==> src/design/periph_irq_pkg.sv <==
// ------------------------------------------------
// Interrupt ID width and source layout
// ------------------------------------------------
package periph_irq_pkg;

  typedef logic [4:0] irq_id_t;

  // ID 0 is reserved and never pending
  localparam int unsigned NUM_EXT = 8;

  // External lines occupy IDs 1 to 8
  localparam int unsigned SRC_EXT_BASE = 1;

  localparam int unsigned SRC_TIMER = 9;

  // GPIO pins follow the timer
  localparam int unsigned SRC_GPIO_BASE = 10;

endpackage

==> src/design/periph_bus_pkg.sv <==
// ------------------------------------------------
// Peripheral bus definitions: widths, block map
// and register word offsets
// ------------------------------------------------
package periph_bus_pkg;

  typedef logic [31:0] bus_addr_t;
  typedef logic [31:0] bus_data_t;
  typedef logic [5:0]  reg_off_t;
  typedef logic [1:0]  blk_idx_t;

  // Address map fields
  localparam int unsigned ADDR_OFF_LSB = 2;
  localparam int unsigned ADDR_BLK_LSB = 8;
  localparam int unsigned ADDR_HI_LSB  = 10;

  localparam blk_idx_t BLK_IRQ   = 2'd0;
  localparam blk_idx_t BLK_GPIO  = 2'd1;
  localparam blk_idx_t BLK_TIMER = 2'd2;

  localparam reg_off_t IRQ_PENDING = 6'd0;
  localparam reg_off_t IRQ_ENABLE  = 6'd1;
  localparam reg_off_t IRQ_CLAIM   = 6'd2;
  localparam reg_off_t IRQ_MSIP    = 6'd3;

  localparam reg_off_t GPIO_DATA_IN    = 6'd0;
  localparam reg_off_t GPIO_DATA_OUT   = 6'd1;
  localparam reg_off_t GPIO_OUT_EN     = 6'd2;
  localparam reg_off_t GPIO_INTR_EN    = 6'd3;
  localparam reg_off_t GPIO_INTR_STATE = 6'd4;

  localparam reg_off_t TIMER_MTIME    = 6'd0;
  localparam reg_off_t TIMER_MTIMECMP = 6'd1;
  localparam reg_off_t TIMER_CTRL     = 6'd2;

  // CTRL fields
  localparam int unsigned TIMER_CTRL_EN_BIT  = 0;
  localparam int unsigned TIMER_CTRL_PRE_LSB = 8;

endpackage
==> src/design/peripheral_subsystem.sv <==
// ------------------------------------------------
// Peripheral subsystem: bus decode, IRQ, GPIO and
// timer blocks with a registered response
// ------------------------------------------------
`timescale 1ns/1ps

module peripheral_subsystem #(
  parameter int unsigned GPIO_W     = 16,
  parameter int unsigned PRESCALE_W = 8
) (
  input  logic                                clk_i,
  input  logic                                reset_i,
  input  logic                                req_i,
  input  logic                                we_i,
  input  periph_bus_pkg::bus_addr_t           addr_i,
  input  periph_bus_pkg::bus_data_t           wdata_i,
  output logic                                rvalid_o,
  output periph_bus_pkg::bus_data_t           rdata_o,
  output logic                                err_o,
  input  logic [periph_irq_pkg::NUM_EXT-1:0]  irq_ext_i,
  output logic                                irq_o,
  output logic                                msip_o,
  input  logic [GPIO_W-1:0]                   gpio_i,
  output logic [GPIO_W-1:0]                   gpio_o,
  output logic [GPIO_W-1:0]                   gpio_en_o
);

  localparam int unsigned NUM_SRC = periph_irq_pkg::SRC_GPIO_BASE + GPIO_W;

  logic                      irq_req, gpio_req, timer_req;
  logic                      blk_we;
  periph_bus_pkg::bus_data_t blk_wdata;
  periph_bus_pkg::reg_off_t  blk_off;
  periph_bus_pkg::blk_idx_t  blk_sel;
  logic                      dec_err;
  periph_bus_pkg::bus_data_t irq_rdata, gpio_rdata, timer_rdata;
  logic                      timer_expired;
  logic [GPIO_W-1:0]         gpio_intr;
  logic [NUM_SRC-1:0]        irq_src;

  // Source vector, ID 0 reserved
  assign irq_src[0] = 1'b0;
  assign irq_src[periph_irq_pkg::SRC_EXT_BASE +: periph_irq_pkg::NUM_EXT] = irq_ext_i;
  assign irq_src[periph_irq_pkg::SRC_TIMER] = timer_expired;
  assign irq_src[periph_irq_pkg::SRC_GPIO_BASE +: GPIO_W] = gpio_intr;

  periph_addr_decode u_decode (
    .req_i       (req_i),
    .we_i        (we_i),
    .addr_i      (addr_i),
    .wdata_i     (wdata_i),
    .irq_req_o   (irq_req),
    .gpio_req_o  (gpio_req),
    .timer_req_o (timer_req),
    .we_o        (blk_we),
    .wdata_o     (blk_wdata),
    .off_o       (blk_off),
    .sel_o       (blk_sel),
    .dec_err_o   (dec_err)
  );

  irq_ctrl #(.NUM_SRC(NUM_SRC)) u_irq (
    .clk_i, .reset_i,
    .req_i   (irq_req),
    .we_i    (blk_we),
    .off_i   (blk_off),
    .wdata_i (blk_wdata),
    .rdata_o (irq_rdata),
    .src_i   (irq_src),
    .irq_o   (irq_o),
    .msip_o  (msip_o)
  );

  gpio_block #(.GPIO_W(GPIO_W)) u_gpio (
    .clk_i, .reset_i,
    .req_i     (gpio_req),
    .we_i      (blk_we),
    .off_i     (blk_off),
    .wdata_i   (blk_wdata),
    .rdata_o   (gpio_rdata),
    .gpio_i    (gpio_i),
    .gpio_o    (gpio_o),
    .gpio_en_o (gpio_en_o),
    .intr_o    (gpio_intr)
  );

  timer_block #(.PRESCALE_W(PRESCALE_W)) u_timer (
    .clk_i, .reset_i,
    .req_i     (timer_req),
    .we_i      (blk_we),
    .off_i     (blk_off),
    .wdata_i   (blk_wdata),
    .rdata_o   (timer_rdata),
    .expired_o (timer_expired)
  );

  periph_rsp_mux u_rsp (
    .clk_i, .reset_i,
    .req_i         (req_i),
    .we_i          (we_i),
    .sel_i         (blk_sel),
    .dec_err_i     (dec_err),
    .irq_rdata_i   (irq_rdata),
    .gpio_rdata_i  (gpio_rdata),
    .timer_rdata_i (timer_rdata),
    .rvalid_o      (rvalid_o),
    .rdata_o       (rdata_o),
    .err_o         (err_o)
  );

endmodule

==> src/design/periph_rsp_mux.sv <==
// ------------------------------------------------
// Response stage: one-cycle rvalid, rdata, err
// ------------------------------------------------
`timescale 1ns/1ps

module periph_rsp_mux (
  input  logic                      clk_i,
  input  logic                      reset_i,
  input  logic                      req_i,
  input  logic                      we_i,
  input  periph_bus_pkg::blk_idx_t  sel_i,
  input  logic                      dec_err_i,
  input  periph_bus_pkg::bus_data_t irq_rdata_i,
  input  periph_bus_pkg::bus_data_t gpio_rdata_i,
  input  periph_bus_pkg::bus_data_t timer_rdata_i,
  output logic                      rvalid_o,
  output periph_bus_pkg::bus_data_t rdata_o,
  output logic                      err_o
);

  periph_bus_pkg::bus_data_t sel_rdata;

  always_comb begin
    case (sel_i)
      periph_bus_pkg::BLK_IRQ:   sel_rdata = irq_rdata_i;
      periph_bus_pkg::BLK_GPIO:  sel_rdata = gpio_rdata_i;
      periph_bus_pkg::BLK_TIMER: sel_rdata = timer_rdata_i;
      default:                   sel_rdata = '0;
    endcase
  end

  always_ff @(posedge clk_i) begin
    if (reset_i) begin
      rvalid_o <= 1'b0;
      err_o    <= 1'b0;
      rdata_o  <= '0;
    end else begin
      rvalid_o <= req_i;
      err_o    <= req_i && dec_err_i;
      // Writes and errors return zero
      rdata_o  <= (req_i && !we_i && !dec_err_i) ? sel_rdata : '0;
    end
  end

endmodule

==> src/design/irq_ctrl.sv <==
// ------------------------------------------------
// Interrupt controller: pending, enable, claim of
// the lowest pending ID, and software interrupt
// ------------------------------------------------
`timescale 1ns/1ps

module irq_ctrl #(
  parameter int unsigned NUM_SRC = 26
) (
  input  logic                      clk_i,
  input  logic                      reset_i,
  input  logic                      req_i,
  input  logic                      we_i,
  input  periph_bus_pkg::reg_off_t  off_i,
  input  periph_bus_pkg::bus_data_t wdata_i,
  output periph_bus_pkg::bus_data_t rdata_o,
  input  logic [NUM_SRC-1:0]        src_i,
  output logic                      irq_o,
  output logic                      msip_o
);

  logic [NUM_SRC-1:0]      pending_q, enable_q;
  logic [NUM_SRC-1:0]      claim_mask;
  periph_irq_pkg::irq_id_t claim_id;
  logic                    claim_rd;
  logic                    msip_q;
  logic                    wr;

  assign wr       = req_i && we_i;
  assign claim_rd = req_i && !we_i && (off_i == periph_bus_pkg::IRQ_CLAIM);

  // Lowest pending ID wins, 0 when idle
  always_comb begin
    claim_id = '0;
    for (int i = NUM_SRC - 1; i > 0; i--) begin
      if (pending_q[i]) claim_id = periph_irq_pkg::irq_id_t'(i);
    end
  end

  always_comb begin
    claim_mask = '0;
    if (claim_rd) claim_mask[claim_id] = 1'b1;
  end

  always_ff @(posedge clk_i) begin
    if (reset_i) begin
      pending_q <= '0;
      enable_q  <= '0;
      msip_q    <= 1'b0;
    end else begin
      // A claim beats a new set on the same edge
      pending_q <= (pending_q | (src_i & enable_q)) & ~claim_mask;
      if (wr && off_i == periph_bus_pkg::IRQ_ENABLE) enable_q <= wdata_i[NUM_SRC-1:0];
      if (wr && off_i == periph_bus_pkg::IRQ_MSIP) msip_q <= wdata_i[0];
    end
  end

  always_comb begin
    rdata_o = '0;
    case (off_i)
      periph_bus_pkg::IRQ_PENDING: rdata_o[NUM_SRC-1:0] = pending_q;
      periph_bus_pkg::IRQ_ENABLE:  rdata_o[NUM_SRC-1:0] = enable_q;
      periph_bus_pkg::IRQ_CLAIM:   rdata_o[$bits(periph_irq_pkg::irq_id_t)-1:0] = claim_id;
      periph_bus_pkg::IRQ_MSIP:    rdata_o[0] = msip_q;
      default:                     rdata_o = '0;
    endcase
  end

  assign irq_o  = |(pending_q & enable_q);
  assign msip_o = msip_q;

endmodule

==> src/design/timer_block.sv <==
// ------------------------------------------------
// Machine timer with prescaler and compare IRQ
// ------------------------------------------------
`timescale 1ns/1ps

module timer_block #(
  parameter int unsigned PRESCALE_W = 8
) (
  input  logic                      clk_i,
  input  logic                      reset_i,
  input  logic                      req_i,
  input  logic                      we_i,
  input  periph_bus_pkg::reg_off_t  off_i,
  input  periph_bus_pkg::bus_data_t wdata_i,
  output periph_bus_pkg::bus_data_t rdata_o,
  output logic                      expired_o
);

  periph_bus_pkg::bus_data_t mtime_q, mtimecmp_q;
  logic [PRESCALE_W-1:0]     prescale_q, cnt_q;
  logic                      en_q;
  logic                      tick;
  logic                      wr;

  assign wr   = req_i && we_i;
  // One MTIME step every prescale + 1 cycles
  assign tick = en_q && (cnt_q == prescale_q);

  always_ff @(posedge clk_i) begin
    if (reset_i) begin
      mtime_q    <= '0;
      mtimecmp_q <= '1;
      prescale_q <= '0;
      cnt_q      <= '0;
      en_q       <= 1'b0;
    end else begin
      if (en_q) cnt_q <= tick ? '0 : cnt_q + 1'b1;
      if (wr && off_i == periph_bus_pkg::TIMER_MTIME) begin
        mtime_q <= wdata_i;
      end else if (tick) begin
        mtime_q <= mtime_q + 1'b1;
      end
      if (wr && off_i == periph_bus_pkg::TIMER_MTIMECMP) mtimecmp_q <= wdata_i;
      if (wr && off_i == periph_bus_pkg::TIMER_CTRL) begin
        en_q       <= wdata_i[periph_bus_pkg::TIMER_CTRL_EN_BIT];
        prescale_q <= wdata_i[periph_bus_pkg::TIMER_CTRL_PRE_LSB +: PRESCALE_W];
      end
    end
  end

  always_comb begin
    rdata_o = '0;
    case (off_i)
      periph_bus_pkg::TIMER_MTIME:    rdata_o = mtime_q;
      periph_bus_pkg::TIMER_MTIMECMP: rdata_o = mtimecmp_q;
      periph_bus_pkg::TIMER_CTRL: begin
        rdata_o[periph_bus_pkg::TIMER_CTRL_EN_BIT] = en_q;
        rdata_o[periph_bus_pkg::TIMER_CTRL_PRE_LSB +: PRESCALE_W] = prescale_q;
      end
      default: rdata_o = '0;
    endcase
  end

  assign expired_o = en_q && (mtime_q >= mtimecmp_q);

endmodule

==> src/design/gpio_block.sv <==
// ------------------------------------------------
// GPIO: pin sync, output drive and rising-edge
// interrupts
// ------------------------------------------------
`timescale 1ns/1ps

module gpio_block #(
  parameter int unsigned GPIO_W = 16
) (
  input  logic                      clk_i,
  input  logic                      reset_i,
  input  logic                      req_i,
  input  logic                      we_i,
  input  periph_bus_pkg::reg_off_t  off_i,
  input  periph_bus_pkg::bus_data_t wdata_i,
  output periph_bus_pkg::bus_data_t rdata_o,
  input  logic [GPIO_W-1:0]         gpio_i,
  output logic [GPIO_W-1:0]         gpio_o,
  output logic [GPIO_W-1:0]         gpio_en_o,
  output logic [GPIO_W-1:0]         intr_o
);

  logic [GPIO_W-1:0] sync_q, data_in_q, data_prev_q;
  logic [GPIO_W-1:0] data_out_q, out_en_q, intr_en_q, intr_state_q;
  logic [GPIO_W-1:0] rise;
  logic              wr;

  assign wr   = req_i && we_i;
  assign rise = data_in_q & ~data_prev_q;

  always_ff @(posedge clk_i) begin
    if (reset_i) begin
      sync_q       <= '0;
      data_in_q    <= '0;
      data_prev_q  <= '0;
      data_out_q   <= '0;
      out_en_q     <= '0;
      intr_en_q    <= '0;
      intr_state_q <= '0;
    end else begin
      sync_q      <= gpio_i;
      data_in_q   <= sync_q;
      data_prev_q <= data_in_q;
      if (wr && off_i == periph_bus_pkg::GPIO_DATA_OUT) data_out_q <= wdata_i[GPIO_W-1:0];
      if (wr && off_i == periph_bus_pkg::GPIO_OUT_EN) out_en_q <= wdata_i[GPIO_W-1:0];
      if (wr && off_i == periph_bus_pkg::GPIO_INTR_EN) intr_en_q <= wdata_i[GPIO_W-1:0];
      // Write one to clear, new edges win
      if (wr && off_i == periph_bus_pkg::GPIO_INTR_STATE) begin
        intr_state_q <= (intr_state_q & ~wdata_i[GPIO_W-1:0]) | rise;
      end else begin
        intr_state_q <= intr_state_q | rise;
      end
    end
  end

  always_comb begin
    rdata_o = '0;
    case (off_i)
      periph_bus_pkg::GPIO_DATA_IN:    rdata_o[GPIO_W-1:0] = data_in_q;
      periph_bus_pkg::GPIO_DATA_OUT:   rdata_o[GPIO_W-1:0] = data_out_q;
      periph_bus_pkg::GPIO_OUT_EN:     rdata_o[GPIO_W-1:0] = out_en_q;
      periph_bus_pkg::GPIO_INTR_EN:    rdata_o[GPIO_W-1:0] = intr_en_q;
      periph_bus_pkg::GPIO_INTR_STATE: rdata_o[GPIO_W-1:0] = intr_state_q;
      default:                         rdata_o = '0;
    endcase
  end

  assign gpio_o    = data_out_q;
  assign gpio_en_o = out_en_q;
  assign intr_o    = intr_state_q & intr_en_q;

endmodule

==> src/design/periph_addr_decode.sv <==
// ------------------------------------------------
// Address decoder: block strobe, word offset and
// unmapped-access flag for each bus request
// ------------------------------------------------
`timescale 1ns/1ps

module periph_addr_decode (
  input  logic                     req_i,
  input  logic                     we_i,
  input  periph_bus_pkg::bus_addr_t addr_i,
  input  periph_bus_pkg::bus_data_t wdata_i,
  output logic                     irq_req_o,
  output logic                     gpio_req_o,
  output logic                     timer_req_o,
  output logic                     we_o,
  output periph_bus_pkg::bus_data_t wdata_o,
  output periph_bus_pkg::reg_off_t  off_o,
  output periph_bus_pkg::blk_idx_t  sel_o,
  output logic                     dec_err_o
);

  logic hi_bits;
  logic mapped;

  assign sel_o = addr_i[periph_bus_pkg::ADDR_BLK_LSB +: $bits(periph_bus_pkg::blk_idx_t)];
  assign off_o = addr_i[periph_bus_pkg::ADDR_OFF_LSB +: $bits(periph_bus_pkg::reg_off_t)];

  // Anything above the block field must be zero
  assign hi_bits = |addr_i[$bits(periph_bus_pkg::bus_addr_t)-1:periph_bus_pkg::ADDR_HI_LSB];
  assign mapped  = !hi_bits && (sel_o != 2'd3);

  assign dec_err_o = !mapped;

  assign irq_req_o   = req_i && mapped && (sel_o == periph_bus_pkg::BLK_IRQ);
  assign gpio_req_o  = req_i && mapped && (sel_o == periph_bus_pkg::BLK_GPIO);
  assign timer_req_o = req_i && mapped && (sel_o == periph_bus_pkg::BLK_TIMER);

  assign we_o    = we_i;
  assign wdata_o = wdata_i;

endmodule

==> config.mk <==
export PLATFORM = sky130hd
export DESIGN_NAME = peripheral_subsystem
export DESIGN_NICKNAME = d
export VERILOG_FILES = /design/src/design/periph_irq_pkg.sv /design/src/design/periph_bus_pkg.sv /design/src/design/peripheral_subsystem.sv /design/src/design/periph_rsp_mux.sv /design/src/design/irq_ctrl.sv /design/src/design/timer_block.sv /design/src/design/gpio_block.sv /design/src/design/periph_addr_decode.sv
export SDC_FILE = /design/constraint.sdc
export NUM_CORES = 1
export LEC_CHECK = 0
export ABC_AREA = 1
export BUFFER_PORTS_ARGS = -buffer_cell sky130_fd_sc_hd__buf_2
export CORE_MARGIN = 2
export CORE_UTILIZATION = 43
export CTS_BUF_LIST = sky130_fd_sc_hd__clkbuf_8
export DETAILED_ROUTE_END_ITERATION = 10
export GPL_TIMING_DRIVEN = 1
export PLACE_DENSITY = 0.75
export SYNTH_ARGS = -nofsm -noshare
export SYNTH_HDL_FRONTEND = slang
export SYNTH_SLANG_ARGS = --single-unit
==> constraint.sdc <==
create_clock -name clk_i -period 2.15 [get_ports clk_i]
set_input_delay 0 -clock clk_i [delete_from_list [all_inputs] [get_ports clk_i]]
set_output_delay 0 -clock clk_i [all_outputs]
set_load 0.01 [all_outputs]
==> flow_summary.ini, run 1 <==
[timing]
min_period_ns = 2.55
finalCritPeriodShare_pct = 119
tns_ns = -5.00
hold_violations = 0
fmax_ghz = 0.392
tightest_slew_ns = 0.578
finalSetupViolations = 38
drv_slew = 0
skew_ns = 0.0566
layout_setup_ws_ns = -0.404
rsz0062_at_grt = yes
slew_headroom_pct = 61.2

[cts]
cts_buffer_depth = 3
clk_pin_slew_ns = 0.07
clock_latency_ns = 0.60
cts_buffers = 47
cts_root_buf = clkbuf_8
ctsHtreeMaxLevel = 2
clock_sinks = 280
cts_tree = built

[synth]
ys_async_sr_fraction_pct = 0
synthCells = 1762
yosys_most_used_dff = dfxtp_1
synth_top_cell_by_area = dfxtp_1
syn_avg_cell_area_um2 = 7.41
synth_edf_count = 0
yosysMostFrequentCell = inv_1
synth_common_cells = inv_1 (316), dfxtp_1 (280), nand2_1 (273)
seq_area_frac_synth_pct = 42.9
ys_warn_count = 0
synth_seq_cells = 280
synth_top_area_share_pct = 42.9
syn_area_um2 = 13100
synthTopCellsByArea = dfxtp_1 (43%), inv_1 (9.1%), nand2_1 (7.8%), a21oi_1 (5.5%), o21ai_0 (5.3%)
synthDistinctLibCells = 53
synth_fp_nets = 1888

[floorplanning]
num_rows = 63
ios = 160
start_util_pct = 43.8
coreArea_um2 = 29800
die_x_um = 178
dieArea_um2 = 31800
die_h_um = 178

[pwr]
seqPwrFrac_pct = 49.9
power_density_nw_per_um2 = 603
leakage_nw = 8.09
peakVddDrop_v = 0.000479
p_int_mw = 7.98
pwr-share-clk_pct = 45.0
sw_frac_of_total_pct = 24.5
power.net_switching_mw = 2.59
p_comb_share_pct = 5.2

[place]
numPortBuffers = 157
dpl.hpwl_um = 33900
place.gp.congestion = 1.02
place_inst = 2352

[global_route]
antenna_found_initial = 0
grt_max_degree = 77
grt_pass1_vias = 13173
grt.busiest_layer = met2
grtUsageMet1_pct = 39.5
grt_use_met3_pct = 5.75
groute.layer.met2.usage_pct = 46.6
overflow = 0
grt.total_usage_pct = 29.3
grt_pass1_wl_um = 71800

[setup_path]
start_kind = flip-flop
cp.arrival_ns = 3.01
cp_max_fo = 2
crit_required_ns = 2.60
cp-end-kind = flip-flop
path_class = flip-flop to flip-flop

[drt]
firstDrtPassIters = 7
drc = 0
vias = 13985
via_per_inst = 5.51
wl_per_cell_um = 18.9
drtIter0Drc = 1629
ant_nets = 0
routed_wl_um = 47900

[outcome]
status = finished, violations left
violations = negative setup slack

[job]
drv_cap = 0

[finish]
drive_above_1_share_pct = 24.0
utilization_pct = 58.8
final_cells = 2538
nNetsFinal = 2242
area_growth_pct = 34.2

[min_path]
hold_path.class = input pin to flip-flop
final timing paths:
check	startpoint	endpoint	slack [ns]	cells after the start
max	u_timer.mtime_q[0]	u_timer.mtime_q[24]	-0.40	18
min	addr_i[3]	u_rsp.rdata_o[1]	0.06	5
max reg2reg	u_timer.mtime_q[0]	u_timer.mtime_q[24]	-0.40	18
min reg2reg	u_gpio.sync_q[12]	u_gpio.data_in_q[12]	0.36	2
worst max-delay path, cell delays in order, from the launching register on:
cell     delay, ns
dfxtp_4       0.36
buf_12        0.10
ha_4          0.14
nand3_4       0.09
nor2_4        0.13
nand3_4       0.09
nor2_4        0.10
nand2_2       0.07
nor2_4        0.11
nand4_4       0.10
nor3b_4       0.23
nand4_2       0.15
buf_4         0.18
buf_6         0.10
buf_4         0.13
o21ai_2       0.11
a21oi_1       0.06
nor2_1        0.10
nor2_1        0.05
final cells by class:
cell class,instances,area (µm²)
diodes,2,5.00
repair buffers,388,2850
flip-flops and latches,280,5610
clock inverters,19,118
multi-input cells,1077,6400
inverters,322,1220
fillers,2690,12300
well taps,390,488
clock buffers,60,826
flip-flops by register name, indices dropped and copies added, names as in the netlist:
register and flops:
u_rsp.rdata_o 32, u_timer.mtime_q 32, u_timer.mtimecmp_q 32, u_irq.enable_q 26, u_irq.pending_q 26, u_gpio.data_in_q 16
u_gpio.data_prev_q 16, u_gpio.gpio_en_o 16, u_gpio.gpio_o 16, u_gpio.intr_en_q 16, u_gpio.intr_state_q 16, u_gpio.sync_q 16
u_timer.cnt_q 8, u_timer.prescale_q 8, u_irq.msip_o 1, u_rsp.err_o 1, u_rsp.rvalid_o 1, u_timer.en_q 1
power by group through the flow:
stage / Combinational (mW) / Sequential [mW] / Clock (mW)
2_1_floorplan: 0.194 / 5.37 / 0
3_5_place_dp: 0.434 / 5.38 / 0
4_1_cts: 0.524 / 5.27 / 4.81
3_3_place_gp: 0.429 / 5.38 / 0
5_1_grt: 0.582 / 5.27 / 5.04
6_report: 0.545 / 5.27 / 4.76
metrics by stage:
stage                     total power, mW  cell area (µm²)  setup WS [ns]  hold slack (ns)
after floorplan                      5.57            13100         -0.103            0.107
after global placement               5.81            15100         -0.277            0.205
after detailed placement             5.82            15100         -0.303            0.206
after CTS                            10.6            17100         -0.307           0.0124
after global routing                 10.9            17500         -0.489           0.0376
final                                10.6            17500         -0.404           0.0569
kinds of logic (layout without fill, tap and decap cells):
logic type / after synthesis / in the layout / synth area share (%)
compound gates: 491 / 491 / 22.4
xor+xnor: 33 / 33 / 2.21
fa+ha+maj: 34 / 34 / 3.26
buf+inv: 405 / 789 / 11.7
flops: 280 / 280 / 42.9
mux: 1 / 1 / 0.0767
other cells: 0 / 2 / 0
simple gates: 518 / 518 / 17.4
layer usage:
| layer | part of all wire [%] | wire (µm) | vias up |
|---|---|---|---|
| li1 | - | - | 6581 |
| met1 | 41 | 19800 | 6494 |
| met2 | 45 | 21400 | 796 |
| met3 | 10 | 5020 | 114 |
| met4 | 3.5 | 1680 | 0 |
| met5 | 0 | 0 | - |
placed cells by master (no fill, tap or decap), drive strengths merged, types with 2 or more instances in the layout:
| cell type | instances |
|---|---|
| a22oi | 23 |
| o21ai | 140 |
| o21a | 3 |
| nor4 | 12 |
| o31ai | 17 |
| buf | 317 |
| nand2 | 276 |
| xor2 | 27 |
| nand3b | 2 |
| ha | 34 |
| a2111oi | 2 |
| clkinvlp | 3 |
| diode | 2 |
| inv | 328 |
| and3 | 2 |
| a211oi | 11 |
| nand3 | 53 |
| a22o | 2 |
| a221oi | 2 |
| clkbuf | 60 |
| nor2 | 126 |
| o221ai | 17 |
| dlygate4sd3 | 71 |
| o22ai | 72 |
| nor3 | 15 |
| xnor2 | 6 |
| and2 | 2 |
| o211ai | 33 |
| or2 | 2 |
| o2111ai | 6 |
| clkinv | 10 |
| nand4 | 24 |
| dfxtp | 280 |
| nor3b | 3 |
| a21oi | 144 |
| a31oi | 15 |
repair_timing:
item | CTS | global route
resized for setup | 39 | 98
hold endpoints to repair | 180 | 0
cloned | 0 | 0
endpoints found under the setup margin | 33 | 52
setup buffers | 22 | 12
hold buffers | 71 | 0
pin swaps | 13 | 27
Note: power is estimated with default switching activity, not from simulation.
==> inputs of run 2 (changes only) <==
--- a/config.mk
+++ b/config.mk
@@ -7,6 +7,7 @@
 export LEC_CHECK = 0
 export ABC_AREA = 1
 export BUFFER_PORTS_ARGS = -buffer_cell sky130_fd_sc_hd__buf_2
+export CORE_ASPECT_RATIO = 1.2
 export CORE_MARGIN = 2
 export CORE_UTILIZATION = 43
 export CTS_BUF_LIST = sky130_fd_sc_hd__clkbuf_8
==> run 2 against run 1 <==
The run still ends with negative setup slack left; critical path depth down 2; die area about the same; clock power up 19%; power up 8.6%; non-clock buffer count down 42; sequential power about the same; routed wire length up 1.9%; register-to-register slack better by 0.11 ns; sequential cell count unchanged; core utilization down 0.60 points; clock-buffer cell count down 4; clock skew down 0.030 ns; critical endpoint is now u_timer.mtime_q[30]; largest power group is now clock.
==> flow_summary.ini, run 2 (synthesized netlist as in run 1, its figures left out) <==
[place]
place_inst = 2335
pre_cts_slack_ns = -0.290
place.gp.congestion = 0.957
numPortBuffers = 157
dpl.hpwl_um = 34400
place_area_um2 = 15000

[timing]
fmax_ghz = 0.409
slew_headroom_pct = 58.2
tightest_slew_ns = 0.626
finalCritPeriodShare_pct = 114
min_period_ns = 2.44
hold_violations = 0
layout_setup_ws_ns = -0.294
rsz0062_at_grt = yes
finalSetupViolations = 36
skew_ns = 0.0270
drv_slew = 0

[setup_path]
slowest_delay_ns = 0.37
slowest_stage = dfxtp_4
path_class = flip-flop to flip-flop
ff2ff_path_depth = 16
start_kind = flip-flop
reg2reg_from = u_timer.mtime_q[0]
path_cells = ha_4 > nand3_4 > nor2_4 > nand3_4 > nor2_4 > nand2_2 > nor2_4 > nand4_4 > nor3b_4 > nand4_2 > nor2_2 > nand3_2 > nand3b_4 > a21oi_2 > o21ai_1 > a31oi_1
worst-path-buf-inv = 0
cp-end-kind = flip-flop
crit_required_ns = 2.68
regToRegSetupSlack_ns = -0.29
cp.arrival_ns = 2.98
critPathTopFamily = simple AND/OR/NAND/NOR gates
cp_max_fo = 3
reg2reg_to = u_timer.mtime_q[30]
crit_top_cell = nor2_4

[cts]
cts_buffers = 46
cts_tree = built
ctsHtreeMaxLevel = 2
cts_root_buf = clkbuf_8
clock_sinks = 280
clock_latency_ns = 0.61
clk_pin_slew_ns = 0.07
cts_buffer_depth = 3

[drt]
wl_per_cell_um = 19.5
vias = 13859
met3_length_um = 4610
drc = 0
routed_wl_um = 48800
via_per_inst = 5.54
drtIter0Drc = 1572
routed.top_layer = met4
wirelength_met1_um = 19200
firstDrtPassIters = 5
ant_nets = 0
met2_length_um = 21900

[pwr]
leakage_nw = 7.89
power_density_nw_per_um2 = 662
peakVddDrop_v = 0.000709

[global_route]
grt_max_degree = 67
overflow = 0
grt.total_usage_pct = 29.9
grt_pass1_vias = 13217
antenna_found_initial = 0
grt_pass1_wl_um = 73500

[finish]
antenna_cells = 0
final_cells = 2502
largestRegisters = u_rsp.rdata_o: 32 flops, u_timer.mtime_q: 32 flops, u_timer.mtimecmp_q: 32 flops
final_cell_area_um2 = 17300
drive_above_1_share_pct = 22.9
area_growth_pct = 32.8
mostFrequentLayoutCells = inv_1 (308), dfxtp_1 (274), nand2_1 (237), buf_2 (157), a21oi_1 (137)
nNetsFinal = 2200
utilization_pct = 58.2
fillers = 2672
final_common_cell = inv_1

[outcome]
violations = negative setup slack
status = finished, violations left

[min_path]
worstHoldStart = reset_i
hold_end = u_timer.mtimecmp_q[30]
min_path_cells = 3
hold_path.class = input pin to flip-flop

[floorplanning]
dieArea_um2 = 31800
die_h_um = 195
start_util_pct = 43.8
ios = 160
coreArea_um2 = 29800
num_rows = 69
die_x_um = 163

[job]
drv_cap = 0
[run 2: cell types whose count changed in the layout (fill, tap and decap cells not counted), sizes merged]
cell         delta
inv             -9
clkbuf          -4
clkinvlp        +5
dlygate4sd3     -6
buf            -36
clkinv          +9
diode           -2
bufinv          +7
[run 2: area by class of cell]
cell class / count / area, µm² / share of cell area [%]
Tap cell: 390 / 488 / 2.81
Multi-Input combinational cell: 1077 / 6310 / 36.4
Clock buffer: 56 / 771 / 4.45
Sequential cell: 280 / 5620 / 32.4
Timing Repair Buffer: 346 / 2570 / 14.8
Timing Repair inverter: 1 / 7.51 / 0.0433
Inverter: 322 / 1220 / 7.03
Clock inverter: 30 / 355 / 2.05
[run 2: layer usage]
layer | GRT usage [%] | up-vias
li1 | - | 6501
met1 | 38.6 | 6401
met2 | 46.7 | 768
met3 | 5.08 | 189
met4 | 17.7 | 0
met5 | 0 | -
[run 2: through the flow]
stage	TNS, ns	hold slack (ns)	total power, mW
after floorplan	-0.135	0.107	5.57
after global placement	-4.14	0.200	5.81
after detailed placement	-10.89	0.207	5.82
after CTS	-2.63	0.0123	11.5
after global routing	-11.99	0.0433	11.8
final	-3.72	0.0194	11.5
[run 2: how the worst max path moves through the flow]
stage,start,end,slack [ns],depth (start not counted)
global route,u_timer.mtime_q[0],u_timer.mtime_q[30],-0.43,16
global placement,addr_i[13],u_irq.pending_q[9],-0.23,12
floorplan,u_timer.mtime_q[1],u_timer.mtime_q[30],-0.10,16
detailed placement,addr_i[13],u_irq.pending_q[9],-0.29,12
finish,u_timer.mtime_q[0],u_timer.mtime_q[30],-0.29,16
CTS,u_timer.mtime_q[0],u_timer.mtime_q[30],-0.19,16
[run 2: report_power, final]
| group | switching (mW) | internal [mW] |
|---|---|---|
| registers | 0.0260 | 5.24 |
| logic | 0.341 | 0.207 |
| clock network | 2.41 | 3.26 |
| total | 2.78 | 8.71 |
[run 2: what timing repair did]
action | in CTS | in global routing
gates cloned | 0 | 1
setup buffers | 8 | 9
endpoints found under the setup margin | 34 | 51
hold buffers | 65 | 0
pin swaps | 11 | 28
gates resized for setup | 48 | 78
hold endpoints to repair | 187 | 0
[run 2: tightest hold or removal path: cells and delay by family]
kind	cells	cell delay, ns
buffers and inverters	2	0.41
and+or+nand+nor	1	0.14
